$ cat src/include/speed_test_cfg.svh
`ifndef SPEED_TEST_CFG_SVH
`define SPEED_TEST_CFG_SVH

// number of frame generator and checker pairs under test
`define TEST_PORT_NUM 4

// byte address width of the register window, 512 bytes
`define AXI_ADDR_WIDTH 9

// AXI4-Lite data bus width
`define AXI_DATA_WIDTH 32

// clock cycles per millisecond
// kept tiny so a simulated test finishes in a few hundred cycles
`define CYCLES_PER_MS 10

// checkers keep reporting this many ms after stop
`define WAIT_MS_AFTER_STOP 2

`endif
$ cat src/source/speed_test_ctrl_pkg.sv
`default_nettype none

`include "speed_test_cfg.svh"

package speed_test_ctrl_pkg;

    // sequencer states
    // WAIT holds until every generator and checker is ready
    typedef enum logic [1:0] {
        WAIT,
        IDLE,
        RUNNING,
        STOPPING
    } ctrl_state_e;

    // register map, byte addresses
    typedef enum logic [`AXI_ADDR_WIDTH-1:0] {
        REG_STATUS      = 9'h000,
        REG_START       = 9'h004,
        REG_TIME        = 9'h008,
        REG_CONFIG_BASE = 9'h100,
        REG_RESULT_BASE = 9'h180
    } reg_addr_e;

    // elapsed milliseconds, test or drain
    typedef logic [15:0] ms_t;

    // programmed test length in ms
    typedef logic [12:0] duration_t;

    // one word per port in each direction
    typedef logic [`AXI_DATA_WIDTH-1:0] port_config_t;
    typedef logic [`AXI_DATA_WIDTH-1:0] port_result_t;

endpackage

`default_nettype wire

$ cat src/source/speed_test_axi_pkg.sv
`default_nettype none

`include "speed_test_cfg.svh"

package speed_test_axi_pkg;

    // byte address on AW and AR
    typedef logic [`AXI_ADDR_WIDTH-1:0] axi_addr_t;

    // one bus word on W and R
    typedef logic [`AXI_DATA_WIDTH-1:0] axi_data_t;

    // one strobe bit per data byte
    typedef logic [`AXI_DATA_WIDTH/8-1:0] axi_strb_t;

    // BRESP / RRESP encoding
    // only OKAY goes out, SLVERR is kept for completeness
    typedef enum logic [1:0] {
        OKAY   = 2'b00,
        SLVERR = 2'b10
    } axi_resp_e;

endpackage

`default_nettype wire

$ cat src/source/speed_test_controller.sv
`timescale 1ns/100ps
`default_nettype none

`include "speed_test_cfg.svh"

module speed_test_controller (
    input  wire                                S_AXI_ACLK,
    input  wire                                S_AXI_ARESETN,
    input  wire speed_test_axi_pkg::axi_addr_t s_axi_awaddr,
    input  wire                                s_axi_awvalid,
    output logic                               s_axi_awready,
    input  wire speed_test_axi_pkg::axi_data_t s_axi_wdata,
    input  wire speed_test_axi_pkg::axi_strb_t s_axi_wstrb,
    input  wire                                s_axi_wvalid,
    output logic                               s_axi_wready,
    output speed_test_axi_pkg::axi_resp_e      s_axi_bresp,
    output logic                               s_axi_bvalid,
    input  wire                                s_axi_bready,
    input  wire speed_test_axi_pkg::axi_addr_t s_axi_araddr,
    input  wire                                s_axi_arvalid,
    output logic                               s_axi_arready,
    output speed_test_axi_pkg::axi_data_t      s_axi_rdata,
    output speed_test_axi_pkg::axi_resp_e      s_axi_rresp,
    output logic                               s_axi_rvalid,
    input  wire                                s_axi_rready,
    input  wire [`TEST_PORT_NUM-1:0]           gen_ready,
    input  wire [`TEST_PORT_NUM-1:0]           check_ready,
    input  wire speed_test_ctrl_pkg::port_result_t [`TEST_PORT_NUM-1:0] check_results,
    output logic [`TEST_PORT_NUM-1:0]          start,
    output logic [`TEST_PORT_NUM-1:0]          stop,
    output speed_test_ctrl_pkg::port_config_t [`TEST_PORT_NUM-1:0] port_config
);
    import speed_test_axi_pkg::*;
    import speed_test_ctrl_pkg::*;

    // bus front end to register bank
    logic      wr_en;
    axi_addr_t wr_addr;
    axi_data_t wr_data;
    axi_strb_t wr_strb;
    logic      rd_en;
    axi_addr_t rd_addr;
    axi_data_t rd_data;

    // register bank and sequencer
    logic      start_req;
    duration_t duration;
    logic      busy;
    ms_t       test_ms;
    ms_t       wait_ms;
    logic      results_clr;
    logic      results_en;
    logic      test_start;
    logic      test_stop;

    speed_test_axi_slave u_axi_slave (
        .S_AXI_ACLK    (S_AXI_ACLK),
        .S_AXI_ARESETN (S_AXI_ARESETN),
        .s_axi_awaddr  (s_axi_awaddr),
        .s_axi_awvalid (s_axi_awvalid),
        .s_axi_awready (s_axi_awready),
        .s_axi_wdata   (s_axi_wdata),
        .s_axi_wstrb   (s_axi_wstrb),
        .s_axi_wvalid  (s_axi_wvalid),
        .s_axi_wready  (s_axi_wready),
        .s_axi_bresp   (s_axi_bresp),
        .s_axi_bvalid  (s_axi_bvalid),
        .s_axi_bready  (s_axi_bready),
        .s_axi_araddr  (s_axi_araddr),
        .s_axi_arvalid (s_axi_arvalid),
        .s_axi_arready (s_axi_arready),
        .s_axi_rdata   (s_axi_rdata),
        .s_axi_rresp   (s_axi_rresp),
        .s_axi_rvalid  (s_axi_rvalid),
        .s_axi_rready  (s_axi_rready),
        .wr_en         (wr_en),
        .wr_addr       (wr_addr),
        .wr_data       (wr_data),
        .wr_strb       (wr_strb),
        .rd_en         (rd_en),
        .rd_addr       (rd_addr),
        .rd_data       (rd_data)
    );

    speed_test_regs u_regs (
        .S_AXI_ACLK    (S_AXI_ACLK),
        .S_AXI_ARESETN (S_AXI_ARESETN),
        .wr_en         (wr_en),
        .wr_addr       (wr_addr),
        .wr_data       (wr_data),
        .wr_strb       (wr_strb),
        .rd_en         (rd_en),
        .rd_addr       (rd_addr),
        .rd_data       (rd_data),
        .start_req     (start_req),
        .duration      (duration),
        .port_config   (port_config),
        .busy          (busy),
        .test_ms       (test_ms),
        .wait_ms       (wait_ms),
        .results_clr   (results_clr),
        .results_en    (results_en),
        .check_results (check_results)
    );

    speed_test_sequencer u_sequencer (
        .S_AXI_ACLK    (S_AXI_ACLK),
        .S_AXI_ARESETN (S_AXI_ARESETN),
        .gen_ready     (gen_ready),
        .check_ready   (check_ready),
        .start_req     (start_req),
        .duration      (duration),
        .busy          (busy),
        .test_start    (test_start),
        .test_stop     (test_stop),
        .test_ms       (test_ms),
        .wait_ms       (wait_ms),
        .results_clr   (results_clr),
        .results_en    (results_en)
    );

    // every port starts and stops on the same cycle
    assign start = {`TEST_PORT_NUM{test_start}};
    assign stop  = {`TEST_PORT_NUM{test_stop}};

endmodule

`default_nettype wire

$ cat src/source/speed_test_sequencer.sv
`timescale 1ns/100ps
`default_nettype none

`include "speed_test_cfg.svh"

module speed_test_sequencer (
    input  wire                                 S_AXI_ACLK,
    input  wire                                 S_AXI_ARESETN,
    input  wire [`TEST_PORT_NUM-1:0]            gen_ready,
    input  wire [`TEST_PORT_NUM-1:0]            check_ready,
    input  wire                                 start_req,
    input  wire speed_test_ctrl_pkg::duration_t duration,
    output logic                                busy,
    output logic                                test_start,
    output logic                                test_stop,
    output speed_test_ctrl_pkg::ms_t            test_ms,
    output speed_test_ctrl_pkg::ms_t            wait_ms,
    output logic                                results_clr,
    output logic                                results_en
);
    import speed_test_ctrl_pkg::*;

    localparam int CNT_W = $clog2(`CYCLES_PER_MS + 1);

    ctrl_state_e      state;
    logic [CNT_W-1:0] cycle_cnt;
    logic             ms_tick;
    logic             all_ready;
    logic             start_ok;
    ms_t              test_ms_inc;
    ms_t              wait_ms_inc;

    assign all_ready = (&gen_ready) && (&check_ready);
    // start only counts between tests
    assign start_ok = (state == IDLE) && start_req;
    // last cycle of the current millisecond
    assign ms_tick = (cycle_cnt == CNT_W'(`CYCLES_PER_MS - 1));
    assign test_ms_inc = test_ms + ms_t'(1);
    assign wait_ms_inc = wait_ms + ms_t'(1);

    assign busy        = (state != IDLE);
    assign results_clr = start_ok;
    assign results_en  = (state == RUNNING) || (state == STOPPING);

    always_ff @(posedge S_AXI_ACLK)
    begin
        if (!S_AXI_ARESETN)
        begin
            state      <= WAIT;
            test_start <= 1'b0;
            test_stop  <= 1'b0;
            test_ms    <= '0;
            wait_ms    <= '0;
            cycle_cnt  <= '0;
        end
        else
        begin
            // start and stop are single-cycle pulses
            test_start <= 1'b0;
            test_stop  <= 1'b0;
            case (state)
                WAIT:
                begin
                    if (all_ready)
                        state <= IDLE;
                end
                IDLE:
                begin
                    if (start_ok)
                    begin
                        test_start <= 1'b1;
                        test_ms    <= '0;
                        wait_ms    <= '0;
                        cycle_cnt  <= '0;
                        state      <= RUNNING;
                    end
                end
                RUNNING:
                begin
                    cycle_cnt <= ms_tick ? '0 : cycle_cnt + 1'b1;
                    if (ms_tick)
                    begin
                        test_ms <= test_ms_inc;
                        // stop lands exactly duration ms after start
                        if (test_ms_inc == ms_t'(duration))
                        begin
                            test_stop <= 1'b1;
                            state     <= STOPPING;
                        end
                    end
                end
                STOPPING:
                begin
                    // frames still in flight reach the checkers here
                    cycle_cnt <= ms_tick ? '0 : cycle_cnt + 1'b1;
                    if (ms_tick)
                    begin
                        wait_ms <= wait_ms_inc;
                        if (wait_ms_inc == ms_t'(`WAIT_MS_AFTER_STOP))
                            state <= WAIT;
                    end
                end
                default:
                    state <= WAIT;
            endcase
        end
    end

endmodule

`default_nettype wire

$ cat src/source/speed_test_regs.sv
`timescale 1ns/100ps
`default_nettype none

`include "speed_test_cfg.svh"

module speed_test_regs (
    input  wire                                   S_AXI_ACLK,
    input  wire                                   S_AXI_ARESETN,
    input  wire                                   wr_en,
    input  wire speed_test_axi_pkg::axi_addr_t    wr_addr,
    input  wire speed_test_axi_pkg::axi_data_t    wr_data,
    input  wire speed_test_axi_pkg::axi_strb_t    wr_strb,
    input  wire                                   rd_en,
    input  wire speed_test_axi_pkg::axi_addr_t    rd_addr,
    output speed_test_axi_pkg::axi_data_t         rd_data,
    output logic                                  start_req,
    output speed_test_ctrl_pkg::duration_t        duration,
    output speed_test_ctrl_pkg::port_config_t [`TEST_PORT_NUM-1:0] port_config,
    input  wire                                   busy,
    input  wire speed_test_ctrl_pkg::ms_t         test_ms,
    input  wire speed_test_ctrl_pkg::ms_t         wait_ms,
    input  wire                                   results_clr,
    input  wire                                   results_en,
    input  wire speed_test_ctrl_pkg::port_result_t [`TEST_PORT_NUM-1:0] check_results
);
    import speed_test_axi_pkg::*;
    import speed_test_ctrl_pkg::*;

    // captured checker words, one per port
    port_result_t [`TEST_PORT_NUM-1:0] results_q;

    // start is a write-only command
    // any nonzero low byte counts, the sequencer decides if it is taken
    assign start_req = wr_en && (wr_addr == REG_START) && wr_strb[0] && (|wr_data[7:0]);

    always_ff @(posedge S_AXI_ACLK)
    begin
        if (!S_AXI_ARESETN)
        begin
            duration    <= '0;
            port_config <= '0;
        end
        else if (wr_en)
        begin
            // duration lives in the low 13 bits of REG_TIME
            if (wr_addr == REG_TIME)
            begin
                if (wr_strb[0])
                    duration[7:0] <= wr_data[7:0];
                if (wr_strb[1])
                    duration[12:8] <= wr_data[12:8];
            end
            // per-port config words, byte lanes follow the strobe
            for (int p = 0; p < `TEST_PORT_NUM; p++)
            begin
                if (wr_addr == axi_addr_t'(REG_CONFIG_BASE + 4 * p))
                begin
                    for (int b = 0; b < `AXI_DATA_WIDTH / 8; b++)
                    begin
                        if (wr_strb[b])
                            port_config[p][8*b +: 8] <= wr_data[8*b +: 8];
                    end
                end
            end
        end
    end

    // result capture
    // clear on test start, then follow the checkers until the drain ends
    always_ff @(posedge S_AXI_ACLK)
    begin
        if (!S_AXI_ARESETN)
            results_q <= '0;
        else if (results_clr)
            results_q <= '0;
        else if (results_en)
            results_q <= check_results;
    end

    // read mux, only opened during a read access
    always_comb
    begin
        rd_data = '0;
        if (rd_en)
        begin
            if (rd_addr == REG_STATUS)
                rd_data = axi_data_t'(busy);
            // drain time on top, test time below
            if (rd_addr == REG_TIME)
                rd_data = {wait_ms, test_ms};
            for (int p = 0; p < `TEST_PORT_NUM; p++)
            begin
                if (rd_addr == axi_addr_t'(REG_CONFIG_BASE + 4 * p))
                    rd_data = port_config[p];
                if (rd_addr == axi_addr_t'(REG_RESULT_BASE + 4 * p))
                    rd_data = results_q[p];
            end
        end
    end

endmodule

`default_nettype wire

$ cat src/source/speed_test_axi_slave.sv
`timescale 1ns/100ps
`default_nettype none

module speed_test_axi_slave (
    input  wire                             S_AXI_ACLK,
    input  wire                             S_AXI_ARESETN,
    input  wire speed_test_axi_pkg::axi_addr_t s_axi_awaddr,
    input  wire                             s_axi_awvalid,
    output logic                            s_axi_awready,
    input  wire speed_test_axi_pkg::axi_data_t s_axi_wdata,
    input  wire speed_test_axi_pkg::axi_strb_t s_axi_wstrb,
    input  wire                             s_axi_wvalid,
    output logic                            s_axi_wready,
    output speed_test_axi_pkg::axi_resp_e   s_axi_bresp,
    output logic                            s_axi_bvalid,
    input  wire                             s_axi_bready,
    input  wire speed_test_axi_pkg::axi_addr_t s_axi_araddr,
    input  wire                             s_axi_arvalid,
    output logic                            s_axi_arready,
    output speed_test_axi_pkg::axi_data_t   s_axi_rdata,
    output speed_test_axi_pkg::axi_resp_e   s_axi_rresp,
    output logic                            s_axi_rvalid,
    input  wire                             s_axi_rready,
    output logic                            wr_en,
    output speed_test_axi_pkg::axi_addr_t   wr_addr,
    output speed_test_axi_pkg::axi_data_t   wr_data,
    output speed_test_axi_pkg::axi_strb_t   wr_strb,
    output logic                            rd_en,
    output speed_test_axi_pkg::axi_addr_t   rd_addr,
    input  wire speed_test_axi_pkg::axi_data_t rd_data
);
    import speed_test_axi_pkg::*;

    // AW and W are taken together, one flop drives both readies
    logic      wr_ready_q;
    logic      ar_ready_q;
    logic      bvalid_q;
    logic      rvalid_q;
    axi_addr_t awaddr_q;
    axi_addr_t araddr_q;
    axi_data_t rdata_q;
    logic      wr_accept;
    logic      ar_accept;

    // only one write in flight, an unacknowledged B blocks the next one
    assign wr_accept = !wr_ready_q && s_axi_awvalid && s_axi_wvalid && !bvalid_q;
    // likewise a pending R blocks the next address
    assign ar_accept = !ar_ready_q && s_axi_arvalid && !rvalid_q;

    always_ff @(posedge S_AXI_ACLK)
    begin
        if (!S_AXI_ARESETN)
        begin
            wr_ready_q <= 1'b0;
            ar_ready_q <= 1'b0;
        end
        else
        begin
            // ready is a single-cycle pulse
            wr_ready_q <= wr_accept;
            ar_ready_q <= ar_accept;
        end
    end

    // address is sampled on the same edge that raises ready
    always_ff @(posedge S_AXI_ACLK)
    begin
        if (wr_accept)
            awaddr_q <= s_axi_awaddr;
        if (ar_accept)
            araddr_q <= s_axi_araddr;
    end

    // access pulses toward the register bank
    // master still holds valid while ready is high, so these last one cycle
    assign wr_en   = wr_ready_q && s_axi_awvalid && s_axi_wvalid;
    assign wr_addr = awaddr_q;
    assign wr_data = s_axi_wdata;
    assign wr_strb = s_axi_wstrb;
    assign rd_en   = ar_ready_q && s_axi_arvalid && !rvalid_q;
    assign rd_addr = araddr_q;

    // response channels
    always_ff @(posedge S_AXI_ACLK)
    begin
        if (!S_AXI_ARESETN)
        begin
            bvalid_q <= 1'b0;
            rvalid_q <= 1'b0;
        end
        else
        begin
            if (wr_en)
                bvalid_q <= 1'b1;
            else if (s_axi_bready)
                bvalid_q <= 1'b0;
            if (rd_en)
                rvalid_q <= 1'b1;
            else if (s_axi_rready)
                rvalid_q <= 1'b0;
        end
    end

    // read word is frozen until the master takes it
    always_ff @(posedge S_AXI_ACLK)
    begin
        if (rd_en)
            rdata_q <= rd_data;
    end

    assign s_axi_awready = wr_ready_q;
    assign s_axi_wready  = wr_ready_q;
    assign s_axi_bvalid  = bvalid_q;
    assign s_axi_bresp   = OKAY;
    assign s_axi_arready = ar_ready_q;
    assign s_axi_rvalid  = rvalid_q;
    assign s_axi_rdata   = rdata_q;
    assign s_axi_rresp   = OKAY;

endmodule

`default_nettype wire

$ cat config.mk
export PLATFORM = sky130hd
export DESIGN_NAME = speed_test_controller
export DESIGN_NICKNAME = d
export VERILOG_FILES = /design/src/source/speed_test_ctrl_pkg.sv /design/src/source/speed_test_axi_pkg.sv /design/src/source/speed_test_controller.sv /design/src/source/speed_test_sequencer.sv /design/src/source/speed_test_regs.sv /design/src/source/speed_test_axi_slave.sv
export VERILOG_INCLUDE_DIRS = /design/src /design/src/include
export SDC_FILE = /design/constraint.sdc
export NUM_CORES = 1
export LEC_CHECK = 0
export ABC_AREA = 1
export BUFFER_PORTS_ARGS = -buffer_cell sky130_fd_sc_hd__buf_2
export CAP_MARGIN = 20
export CORE_ASPECT_RATIO = 2
export CORE_MARGIN = 2
export CORE_UTILIZATION = 25
export CTS_CLUSTER_DIAMETER = 50
export CTS_CLUSTER_SIZE = 40
export DETAILED_ROUTE_END_ITERATION = 12
export SETUP_SLACK_MARGIN = 0.5
export SLEW_MARGIN = 5
export SYNTH_ARGS = -nofsm -noshare
export SYNTH_HDL_FRONTEND = slang
export SYNTH_SLANG_ARGS = --single-unit
$ cat constraint.sdc
create_clock -name S_AXI_ACLK -period 3.2 [get_ports S_AXI_ACLK]
set_input_delay 0 -clock S_AXI_ACLK [delete_from_list [all_inputs] [get_ports S_AXI_ACLK]]
set_output_delay 0 -clock S_AXI_ACLK [all_outputs]
set_load 0.005 [all_outputs]
# Word-level counts from Yosys, hierarchy flattened
# Cells that the tools add are included.
[op_classes]
bitwise_logic = 1
eq_ne = 28
mux = 31
reduce_logical = 55
add_sub_neg = 3
[ops]
columns = ["cell", "n"]
rows = [
  ["$mux 32", 9],
  ["$eq 9x9->1 const B", 12],
  ["$pmux 16 s2", 2],
  ["$reduce_and 3->1", 21],
  ["$mux 16", 3],
  ["$add 16x1->16 const B", 2],
  ["$eq 9x4->1 const B", 2],
  ["$eq 16x13->1", 1],
  ["$eq 16x2->1 const B", 1],
  ["$logic_and 1x1->1", 14],
  ["$mux 2", 6],
  ["$reduce_bool 2->1", 5],
  ["$eq 9x3->1 const B", 1],
  ["$logic_not 9->1", 1],
  ["$mux 4", 2],
  ["$ne 2x1->1 const B", 4],
  ["$pmux 2 s4", 1],
  ["$pmux 4 s2", 1],
  ["$reduce_and 4->1", 2],
  ["$reduce_or 8->1", 1],
  ["$mux 1", 7],
  ["$ne 2x2->1 const B", 3],
  ["$reduce_and 6->1", 1],
  ["$add 4x1->4 const B", 1],
  ["9 further kinds", 15],
]
[totals]
regBits = 363
in_bits = 197
wordCells = 153

# Longest topological paths before layout
# Gate-level depths: netlist (run 1).
[depth]
word_depth = 11
ltp_mapped = 17

# Modules after synthesis
# A second synthesis (run 1) with hierarchy kept.
[hier_totals]
cells_unflattened = 2437
area_unflattened_um2 = 17197.7
[modules_own_cells]
columns = ["module", "instances", "seq_area_each_um2", "area_per_inst_um2", "cells_each"]
rows = [
  ["speed_test_regs", 1, 5385.2, 12238.0, 1838],
  ["speed_test_sequencer", 1, 800.8, 2904.0, 474],
  ["speed_test_axi_slave", 1, 1581.5, 1995.7, 117],
  ["speed_test_controller", 1, 0.0, 60.1, 8],
]

# Worst setup path before layout (run 1)
# No wires, ideal clock.
[synth_path]
path_kind = "register -> register"
start = "register u_axi_slave.ar_ready_q, in the netlist u_axi_slave.s_axi_arready"
end = "register u_axi_slave.rdata_q[0], in the netlist u_axi_slave.s_axi_rdata[0] (enable)"
path_buffers = 0
setup_time_ps = 423
path_slack_ps = 960
arrival_ps = 1817
path_stages_with_launch = 3
period_less_slack_ps = 2240
path_cell_list = "dfxtp_1 nand2_1 nor2_1"
[synth_between]
elab_chain_len = 2
[synth_lines]
columns = ["element", "line", "rtl"]
rows = [
  ["start, declared", "speed_test_axi_slave.sv:36", "logic ar_ready_q;"],
  ["start signal, assigned", "speed_test_axi_slave.sv:61", "ar_ready_q <= ar_accept;"],
  ["$logic_and 1x1->1 (2 in a row)", "speed_test_axi_slave.sv:80", "assign rd_en = ar_ready_q && s_axi_arvalid && !rvalid_q;"],
  ["named net rd_en", "speed_test_controller.sv:41", "logic rd_en;"],
  ["end signal, assigned", "speed_test_axi_slave.sv:108", "rdata_q <= rd_data;"],
  ["end, declared", "speed_test_axi_slave.sv:41", "axi_data_t rdata_q;"],
]
# The timed path passes the listed nets, and every way through them passes these cells.
# A chain may end at the register's enable or synchronous reset.

# Worst setup path in the final report (run 1)
[layout_path]
start = "register u_axi_slave.wr_ready_q, in the netlist u_axi_slave.s_axi_awready"
end = "register u_regs.results_q[4] in the netlist's numbering"
[layout_between]
elab_chain_len = 7
[layout_lines]
columns = ["element", "line", "rtl"]
rows = [
  ["start, declared", "speed_test_axi_slave.sv:35", "logic wr_ready_q;"],
  ["start signal, assigned", "speed_test_axi_slave.sv:60", "wr_ready_q <= wr_accept;"],
  ["$logic_and 1x1->1 (2 in a row)", "speed_test_axi_slave.sv:76", "assign wr_en = wr_ready_q && s_axi_awvalid && s_axi_wvalid;"],
  ["$logic_and 1x1->1 (3 in a row)", "speed_test_regs.sv:34", "assign start_req = wr_en && (wr_addr == REG_START) && wr_strb[0] && (|wr_data[7:0]);"],
  ["$logic_and 1x1->1", "speed_test_sequencer.sv:35", "assign start_ok = (state == IDLE) && start_req;"],
  ["$reduce_or 2->1 (no source line)", "n/a", ""],
  ["end signal, assigned", "speed_test_regs.sv:77", "results_q <= check_results;"],
  ["end, declared", "speed_test_regs.sv:30", "port_result_t [`TEST_PORT_NUM-1:0] results_q;"],
]
# No other way between the ends.

==> summary.txt, run 1 <==
Worst setup path
  • Critical Path End Type: flop
  • CP Max Fanout: 68
  • Crit. Startpoint: u_axi_slave.s_axi_awready
  • Critical path endpoint: u_regs.results_q[4]
  • R2R Setup Slk: 0.72 ns
  • Worst path cell trace: nand3_1 -> inv_1 -> nand2_1 -> inv_1 -> nand4_1 -> nand2_4 -> buf_12 -> a21oi_1
  • Critical Path Most Common Cell: inv_1
  • Reg2reg end: u_regs.results_q[4]
  • Worst Path Arrival: 2.99 ns
  • R2R depth: 8
  • Slowest CP cell: dfxtp_1
  • Worst reg2reg path startpoint: u_axi_slave.s_axi_awready
  • CP max stage delay: 0.39 ns
  • Kind of cell adding the most delay to the critical path: simple AND/OR/NAND/NOR gates
  • CP Buf/Inv Count: 3
  • Setup Crit Path Kind: flop to flop
  • WP data required: 3.70 ns
  • Startpoint Class: flop
  • Levels on crit path: 8

Clock tree
  • Htree depth: 1
  • CTS sink cnt: 363
  • Clock buffer depth: 3
  • Num CTS Buffers: 29
  • Root Driver: clkbuf_16
  • Clock slew at reported path FFs: 0.09 ns
  • CTS tree: built
  • Worst skew pair latency: 0.64 ns

Route
  • # DRC: 0
  • Via Count: 16962
  • 1st-pass router iterations: 6
  • Final ANT Viol Nets: 0
  • Total Wirelength: 72400 um
  • Initial DRC Count: 1178
  • Drt wl/cell: 20.8 um
  • Vias/cell: 4.87

Power and ir drop
  • LEAKAGE: 8.53 nW
  • PwrDens: 541 nW/um2
  • Worst vdd ir: 0.000450 V

Global routing
  • Initial antenna violation count: 3
  • Pin count of the biggest net entering global routing: 129
  • Vias in the first global route: 16192
  • GRT Overall Usage: 0.210
  • First-pass GRT wire length: 104000 um
  • Global route overflow: 0

Final layout
  • Layout area overhead: 36.1%
  • Share of cells above drive strength 1: 0.194
  • Final net count: 2866

Place
  • GPL Wtd Cong: 1.01
  • # port buffers: 369
  • Post-Place Worst Slack: 0.700 ns
  • Post-detail-place hpwl: 54500 um

STA
  • Fin. Hold Viols: 0
  • Final period util: 0.777
  • Slew @ Worst Pin: 0.838 ns
  • F_max: 402 MHz
  • Worst Skew: 0.0283 ns
  • Setup TNS Final: 0 ns
  • Final worst slack: 0.715 ns
  • Post-route minimum period: 2.48 ns
  • Final setup fails: 0
  • RSZ-0062 raised after global routing: no
  • Slew headroom: 0.441
  • Fin. max-slew vios: 0

Synthesis
  • Yosys Warn Count: 0
  • Dominant synthesized flop cell: dfxtp_1
  • Synth area leaders: dfxtp_1, nand2_1, a21oi_1
  • Synthesis-stage register bit count: 363
  • EDFF count, synth: 50
  • Synthesized area: 16000 um2
  • Biggest area consumer among synthesized cells: dfxtp_1
  • Top cell type's share of synthesized area: 0.391
  • Asr flop ratio synth: 0
  • Post-synthesis sequential area ratio: 0.485
  • Syn Inst Count: 2143
  • Count leader, synth: nand2_1
  • Yosys cell types: 47
  • Avg Inst Size Synth: 7.48 um2
  • Most frequent cells after synthesis: nand2_1, dfxtp_1, a21oi_1

Run
  • Max-Cap Viols: 0

Floorplan
  • Die area: 66300 um2
  • Core area: 63600 um2
  • Die H: 362 um
  • # IOs: 374
  • Die X: 183 um
  • Initial Utilization: 0.252
  • Rows: 131

Outcome
  • Status: finished clean

Worst hold path
  • Min-Delay Path Class: primary input to flop
[repair_timing]
action	in CTS	in global routing
resized for setup	0	0
hold buffers	186	0
setup endpoints to repair	0	3
setup buffers	0	4
hold endpoints to repair	324	0
[flip-flops by register name (all words and copies together), names as in the netlist, 9 cells and up]
signal                   count
u_regs.port_config         128
u_regs.results_q           128
u_axi_slave.s_axi_rdata     32
u_sequencer.test_ms         16
u_sequencer.wait_ms         16
u_regs.duration             13
u_axi_slave.rd_addr          9
u_axi_slave.wr_addr          9
[routing by layer]
layer  global-route usage  up-vias  part of all wire
met5                    0        -                 0
met4                0.118        0             0.061
li1                     -     8138                 -
met3               0.0303      174             0.062
met1                0.258     7918              0.41
met2                0.351      732              0.47
[report_power, final]
part / switching, mW / internal, mW
clock: 2.28 / 1.88
sequential: 0.297 / 4.99
combinational: 1.55 / 0.801
[worst min-delay path by stage]
stage                         start                      to  slack (ns)  cells past startpoint
finish                 gen_ready[1]    u_sequencer.state[1]        0.04                      7
global route           gen_ready[1]    u_sequencer.state[0]        0.07                      7
CTS                  s_axi_wstrb[0]  u_regs.port_config[38]       0.004                      4
detailed placement  s_axi_araddr[8]  u_axi_slave.rd_addr[8]        0.18                      1
global placement    s_axi_awaddr[4]  u_axi_slave.wr_addr[4]        0.18                      1
floorplan           s_axi_araddr[0]  u_axi_slave.rd_addr[0]         0.1                      0
[cells in the final DEF, fill, tap and decap left out, types with 3 or more instances in the layout]
cell type,synthesis,final
a22oi_1,3,3
ha_1,9,9
clkinv_16,0,3
dfxtp_1,313,313
clkinv_4,0,4
a211oi_2,6,6
nor2_4,8,10
nor2_1,135,132
o2111a_1,5,5
xor2_1,8,8
nand3b_1,19,19
o2111ai_1,6,6
o22ai_1,13,13
inv_2,5,6
nand2_2,6,6
a21oi_1,306,306
inv_1,175,174
nor2_2,4,5
nand4_1,45,45
o211ai_1,3,3
dlygate4sd3_1,0,186
a211oi_1,11,11
conb_1,1,4
edfxtp_1,50,50
o221ai_1,17,17
inv_4,0,3
nor4_1,5,5
o21ai_0,127,127
buf_2,25,368
clkinv_8,0,4
inv_12,0,7
clkbuf_16,0,29
nand3_1,80,80
buf_12,0,7
buf_4,16,45
nor3_2,5,5
nand2_1,600,599
nor3_1,36,34
[logic make-up (layout without fill, tap and decap cells)]
group	count (synthesis)	count (layout)	synth area share
simple gates	954	954	0.255
compound gates	502	502	0.171
other cells	1	6	0.000234
fa+ha+maj	9	9	0.00703
xor+xnor	9	9	0.00492
flops	363	363	0.485
buf+inv	305	842	0.0771
[tightest hold or removal path, stage by stage]
cell     delay (ns)
buf_2          0.09
nand4_1        0.11
o21ai_0        0.10
nand3_1        0.10
a21oi_2        0.06
a21oi_1        0.12
nor2_1         0.05
[metrics by stage]
step / total power, mW / util / hold WS (ns) / cell area [um2] / cells
2_1_floorplan: 6.69 / - / 0.0989 / 16000 / 2146
5_1_grt: 12.3 / 0.343 / 0.0679 / 21800 / 3483
4_1_cts: 11.9 / 0.343 / 0.00410 / 21800 / 3477
6_report: 11.8 / 0.343 / 0.0368 / 21800 / 3483
3_5_place_dp: 7.55 / 0.296 / 0.179 / 18800 / 3237
3_3_place_gp: 7.55 / 0.296 / 0.179 / 18800 / 3236
[layout make-up]
| type | count | area (um2) |
|---|---|---|
| Fill cell | 6691 | 41800 |
| Sequential cell | 363 | 7770 |
| Multi-Input combinational cell | 1478 | 7080 |
| Timing Repair Buffer | 606 | 4180 |
| Tap cell | 798 | 998 |
| Clock buffer | 29 | 726 |
| Inverter | 182 | 686 |
| Clock inverter | 25 | 375 |
| Antenna cell | 2 | 5.00 |
Note: power is estimated with default switching activity, not from simulation.
==> inputs of run 2 (changes only) <==
==> constraint.sdc (replaced) <==
create_clock -name S_AXI_ACLK -period 2.1 [get_ports S_AXI_ACLK]
set_input_delay 0 -clock S_AXI_ACLK [delete_from_list [all_inputs] [get_ports S_AXI_ACLK]]
set_output_delay 0 -clock S_AXI_ACLK [all_outputs]
set_load 0.005 [all_outputs]
==> run 2 against run 1 <==
Compared with the run above:
- the run now ends with setup timing left
- power increased by 73%
- sequential power increased by 53%
- sequential cell count unchanged
==> summary.txt, run 2 (synthesis gave the netlist of run 1 again) <==
Outcome
  • Status: complete, but fails checks
  • Failing checks: setup timing

Worst setup path
  • Setup Crit Path Kind: flop to flop
  • CP Max Fanout: 8
  • R2R depth: 10
  • WP data required: 2.60 ns
  • Critical Path End Type: flop
  • Worst Path Arrival: 2.65 ns
  • Startpoint Class: flop

Clock tree
  • Clock slew at reported path FFs: 0.10 ns
  • Htree depth: 1
  • CTS sink cnt: 363
  • Worst skew pair latency: 0.65 ns
  • CTS tree: built
  • Clock buffer depth: 3
  • Num CTS Buffers: 29
  • Root Driver: clkbuf_16

Global routing
  • GR Layer Usage met1: 0.273
  • GR peak layer: met2
  • Met3 GRT Util: 0.0298
  • Initial antenna violation count: 4
  • Met2 Resource Use GR: 0.393
  • Vias in the first global route: 18063
  • Global route overflow: 0
  • GRT Overall Usage: 0.230
  • First-pass GRT wire length: 114000 um
  • Pin count of the biggest net entering global routing: 64

STA
  • Slew @ Worst Pin: 1.03 ns
  • Slew headroom: 0.314
  • Final setup fails: 3
  • Final worst slack: -0.0521 ns
  • Post-route minimum period: 2.15 ns
  • Fin. max-slew vios: 0
  • Fin. Hold Viols: 0
  • Final period util: 1.02
  • RSZ-0062 raised after global routing: yes
  • WHS: 0.0246 ns
  • F_max: 465 MHz
  • Worst Skew: 0.0382 ns

Route
  • Initial DRC Count: 1386
  • Vias/cell: 5.04
  • # DRC: 0
  • Drt wl/cell: 22.1 um
  • Final ANT Viol Nets: 0
  • 1st-pass router iterations: 5
  • Total Wirelength: 81500 um
  • Via Count: 18615

Power and ir drop
  • Clock network fraction of design power: 0.320
  • Switching share of total power: 0.363
  • P_sw: 7.38 mW
  • PwrDens: 744 nW/um2
  • LEAKAGE: 10.7 nW
  • Sequential power share: 0.397
  • Combinational power share: 0.284
  • Worst vdd ir: 0.000605 V
  • P_int: 13.0 mW

Worst hold path
  • Worst Hold Depth: 5
  • Min-Delay Path Class: primary input to flop

Final layout
  • Layout fillers: 6185
  • Final net count: 3073
  • Design Area, Final: 27400 um2
  • Area occupied by multi-input gates: 9600 um2
  • Non-filler cells, final: 3691
  • Commonest non-fill, non-tap cell in the layout: nand2_1
  • Share of cells above drive strength 1: 0.433
  • Core Util, Final: 0.430
  • Layout area overhead: 70.7%
  • Storage cell area: 7790 um2
  • Commonest cells after routing, fill and taps aside: nand2_1, buf_2, dfxtp_1

Floorplan
  • Core area: 63600 um2
  • Rows: 131
  • Die X: 183 um
  • Die area: 66300 um2
  • Die H: 362 um
  • Initial Utilization: 0.252
  • # IOs: 374

Run
  • Max-Cap Viols: 0

Place
  • GPL Wtd Cong: 0.944
  • Placed cell area: 19700 um2
  • Post-detail-place hpwl: 53700 um
  • # port buffers: 369
  • Placed Cells: 3322
## run 2: per-stage QoR
stage	TNS, ns	worst slack [ns]	power [mW]
after detailed placement	-0.0103	-0.0103	11.7
after global routing	-0.799	-0.103	21.1
after global placement	0	0.0365	11.7
final	-0.108	-0.0521	20.4
after floorplan	0	0.384	10.3
after CTS	0	0.133	19.6
## run 2: final timing paths
path / endpoint / slack, ns / from
worst max register to register: u_axi_slave.s_axi_rdata[28] / -0.05 / u_axi_slave.rd_addr[3]
worst min-delay path: u_regs.port_config[63] / 0.02 / s_axi_wstrb[3]
worst max-delay path: u_axi_slave.s_axi_rdata[28] / -0.05 / u_axi_slave.rd_addr[3]
worst min register to register: u_regs.results_q[110] / 0.47 / u_regs.results_q[110]
## run 2: routing by layer
| layer | routed length, um | share of wire | vias to the layer above |
|---|---|---|---|
| met1 | 31700 | 0.39 | 8968 |
| met5 | 9 | 0.00011 | - |
| met4 | 5660 | 0.069 | 2 |
| li1 | - | - | 8593 |
| met2 | 39200 | 0.48 | 805 |
| met3 | 4990 | 0.061 | 247 |
## run 2: power groups by stage
stage / Sequential [mW] / Clock [mW] / Combinational (mW)
floorplan: 8.00 / 0 / 2.27
global placement: 8.14 / 0 / 3.59
detailed placement: 8.13 / 0 / 3.61
CTS: 8.01 / 6.57 / 5.06
global route: 8.12 / 6.80 / 6.18
finish: 8.07 / 6.51 / 5.78
## run 2: cell type report
cell class                      count  share of cell area
Antenna cell                        3            0.000274
Tap cell                          798              0.0365
Clock inverter                     23              0.0137
Timing Repair Buffer              812               0.260
Sequential cell                   363               0.285
Multi-Input combinational cell   1478               0.351
Timing Repair inverter              1            0.000320
Inverter                          182              0.0266
Clock buffer                       31              0.0272
## run 2: what timing repair did
item                                    4_1_cts  5_1_grt
endpoints found under the setup margin      340      340
resized for setup                           543      348
cloned                                       33        5
hold endpoints to repair                    316        0
setup buffers                                59       26
pin swaps                                    78       99
hold buffers                                189        0
## run 2: worst max-delay path, cell delays in order, from the launching register on
cell and delay [ns]:
edfxtp_1 0.51, inv_2 0.15, nand4_1 0.20, nor3_4 0.35
buf_6 0.22, buf_6 0.15, nand2_4 0.05, o221ai_4 0.07
a21oi_4 0.07, nand4_1 0.13, nand3b_1 0.11
==> inputs of run 3 (changes only) <==
--- a/config.mk
+++ b/config.mk
@@ -15,6 +15,7 @@
 export CTS_CLUSTER_DIAMETER = 50
 export CTS_CLUSTER_SIZE = 40
 export DETAILED_ROUTE_END_ITERATION = 12
+export RECOVER_POWER = 50
 export SETUP_SLACK_MARGIN = 0.5
 export SLEW_MARGIN = 5
 export SYNTH_ARGS = -nofsm -noshare
==> run 3 against run 2 <==
Compared with the run above:
- the run still ends with setup timing left
- fmax decreased by 0.26%
- register-to-register slack about the same
- critical path depth did not move
- power shrank 0.14%
- critical endpoint unchanged
- largest power group unchanged
==> summary.txt, run 3 (synthesis gave the netlist of run 1 again) <==
Worst hold path
  • Min-delay src: s_axi_wstrb[3]
  • Min-Delay Path Class: primary input to flop
  • WHS Endpoint: u_regs.port_config[63]
  • Worst Hold Depth: 5

Run
  • Max-Cap Viols: 0

Clock tree
  • Htree depth: 1
  • Clock slew at reported path FFs: 0.10 ns
  • CTS sink cnt: 363
  • Num CTS Buffers: 29
  • Root Driver: clkbuf_16
  • Worst skew pair latency: 0.65 ns
  • CTS tree: built
  • Clock buffer depth: 3

Route
  • Initial DRC Count: 1392
  • 1st-pass router iterations: 5
  • Via Count: 18615
  • Drt wl/cell: 22.1 um
  • Final ANT Viol Nets: 0
  • Vias/cell: 5.04
  • Total Wirelength: 81500 um
  • # DRC: 0

Power and ir drop
  • Sequential power share: 0.397
  • Combinational power share: 0.284
  • P_sw: 7.36 mW
  • Switching share of total power: 0.362
  • Worst vdd ir: 0.000604 V
  • P_int: 13.0 mW
  • PwrDens: 748 nW/um2
  • Clock network fraction of design power: 0.320
  • LEAKAGE: 10.2 nW
  • Total Power: 20.3 mW

Outcome
  • Status: complete, but fails checks
  • Failing checks: setup timing

Floorplan
  • Core area: 63600 um2
  • Die area: 66300 um2
  • # IOs: 374
  • Rows: 131
  • Die X: 183 um
  • Initial Utilization: 0.252
  • Die H: 362 um

Place
  • Post-detail-place hpwl: 53700 um
  • # port buffers: 369
  • GPL Wtd Cong: 0.944

Final layout
  • Share of cells above drive strength 1: 0.394
  • Commonest non-fill, non-tap cell in the layout: nand2_1
  • Final net count: 3073
  • Commonest cells after routing, fill and taps aside: nand2_1, dfxtp_1, buf_2
  • Layout area overhead: 69.6%

Worst setup path
  • Worst path cell trace: inv_2 -> nand4_1 -> nor3_4 -> buf_6 -> buf_6 -> nand2_4 -> o221ai_4 -> a21oi_4 -> nand4_1 -> nand3b_1
  • Startpoint Class: flop
  • Worst Path Arrival: 2.65 ns
  • R2R Setup Slk: -0.06 ns
  • CP Max Fanout: 8
  • Slowest CP cell: edfxtp_1
  • Setup Crit Path Kind: flop to flop
  • Worst reg2reg path startpoint: u_axi_slave.rd_addr[3]
  • Reg2reg end: u_axi_slave.s_axi_rdata[28]
  • CP max stage delay: 0.51 ns
  • R2R depth: 10
  • WP data required: 2.60 ns
  • Crit. Startpoint: u_axi_slave.rd_addr[3]
  • Critical Path End Type: flop

STA
  • Worst Skew: 0.0376 ns
  • Slew headroom: 0.308
  • Setup TNS Final: -0.114 ns
  • Post-route minimum period: 2.16 ns
  • Fin. Hold Viols: 0
  • Final setup fails: 3
  • F_max: 463 MHz
  • Fin. max-slew vios: 0
  • RSZ-0062 raised after global routing: yes
  • Final worst slack: -0.0578 ns
  • Final period util: 1.03
  • Slew @ Worst Pin: 1.04 ns

Global routing
  • GRT Overall Usage: 0.230
  • Global route overflow: 0
  • Vias in the first global route: 18063
  • Pin count of the biggest net entering global routing: 64
  • First-pass GRT wire length: 114000 um
  • Initial antenna violation count: 4
## run 3: how the worst max path moves through the flow
stage / endpoint / slack (ns) / cells past startpoint
2_1_floorplan: u_sequencer.wait_ms[1] / 0.38 / 11
6_report: u_axi_slave.s_axi_rdata[28] / -0.06 / 10
3_5_place_dp: u_sequencer.cycle_cnt[2] / -0.01 / 8
5_1_grt: u_axi_slave.s_axi_rdata[28] / -0.10 / 10
4_1_cts: u_sequencer.state[0] / 0.13 / 15
3_3_place_gp: u_sequencer.cycle_cnt[3] / 0.04 / 8
## run 3: cell type report
cell class / instances / area, um2
repair inverters: 1 / 8.76
clock buffers: 31 / 743
flip-flops and latches: 363 / 7790
diodes: 3 / 7.51
fillers: 6251 / 36400
inverters: 182 / 727
multi-input cells: 1478 / 9580
repair buffers: 812 / 6960
well taps: 798 / 998
clock inverters: 23 / 374
## run 3: what timing repair did
item                                    CTS  global route
resized for setup                       543           348
gates cloned                             33             5
pin swaps                                78            99
hold buffers                            189             0
endpoints found under the setup margin  340           340
endpoints found under the hold margin   316             0
buffers inserted                         59            26
## run 3: power by group through the flow
stage	registers (mW)	logic, mW	clock network [mW]
after floorplan	8.00	2.27	0
after global placement	8.14	3.59	0
after detailed placement	8.13	3.61	0
after CTS	8.01	5.06	6.57
after global routing	8.12	6.17	6.80
final	8.07	5.76	6.50
## run 3: routing by layer
metal	GRT usage	wire length [um]
met3	0.0298	4970
met5	0	9
met2	0.393	39100
met4	0.140	5740
met1	0.273	31700
## run 3: stage by stage
stage                     std cells  cell area [um2]  utilization  worst slack (ns)  hold slack (ns)
after detailed placement       3322            19700        0.309           -0.0103            0.179
after CTS                      3657            25700        0.403             0.133           0.0197
after global placement         3322            19700        0.309            0.0365            0.179
after global routing           3689            27200        0.427            -0.103           0.0185
final                          3691            27200        0.428           -0.0578           0.0229
after floorplan                2146            16200            -             0.384           0.0989
## run 3: worst max-delay path, delay by kind of cell, from the launching register on
kind | cells | cell delay [ns]
compound gates | 2 | 0.14
simple gates | 5 | 0.84
buf+inv | 3 | 0.52
flops | 1 | 0.51
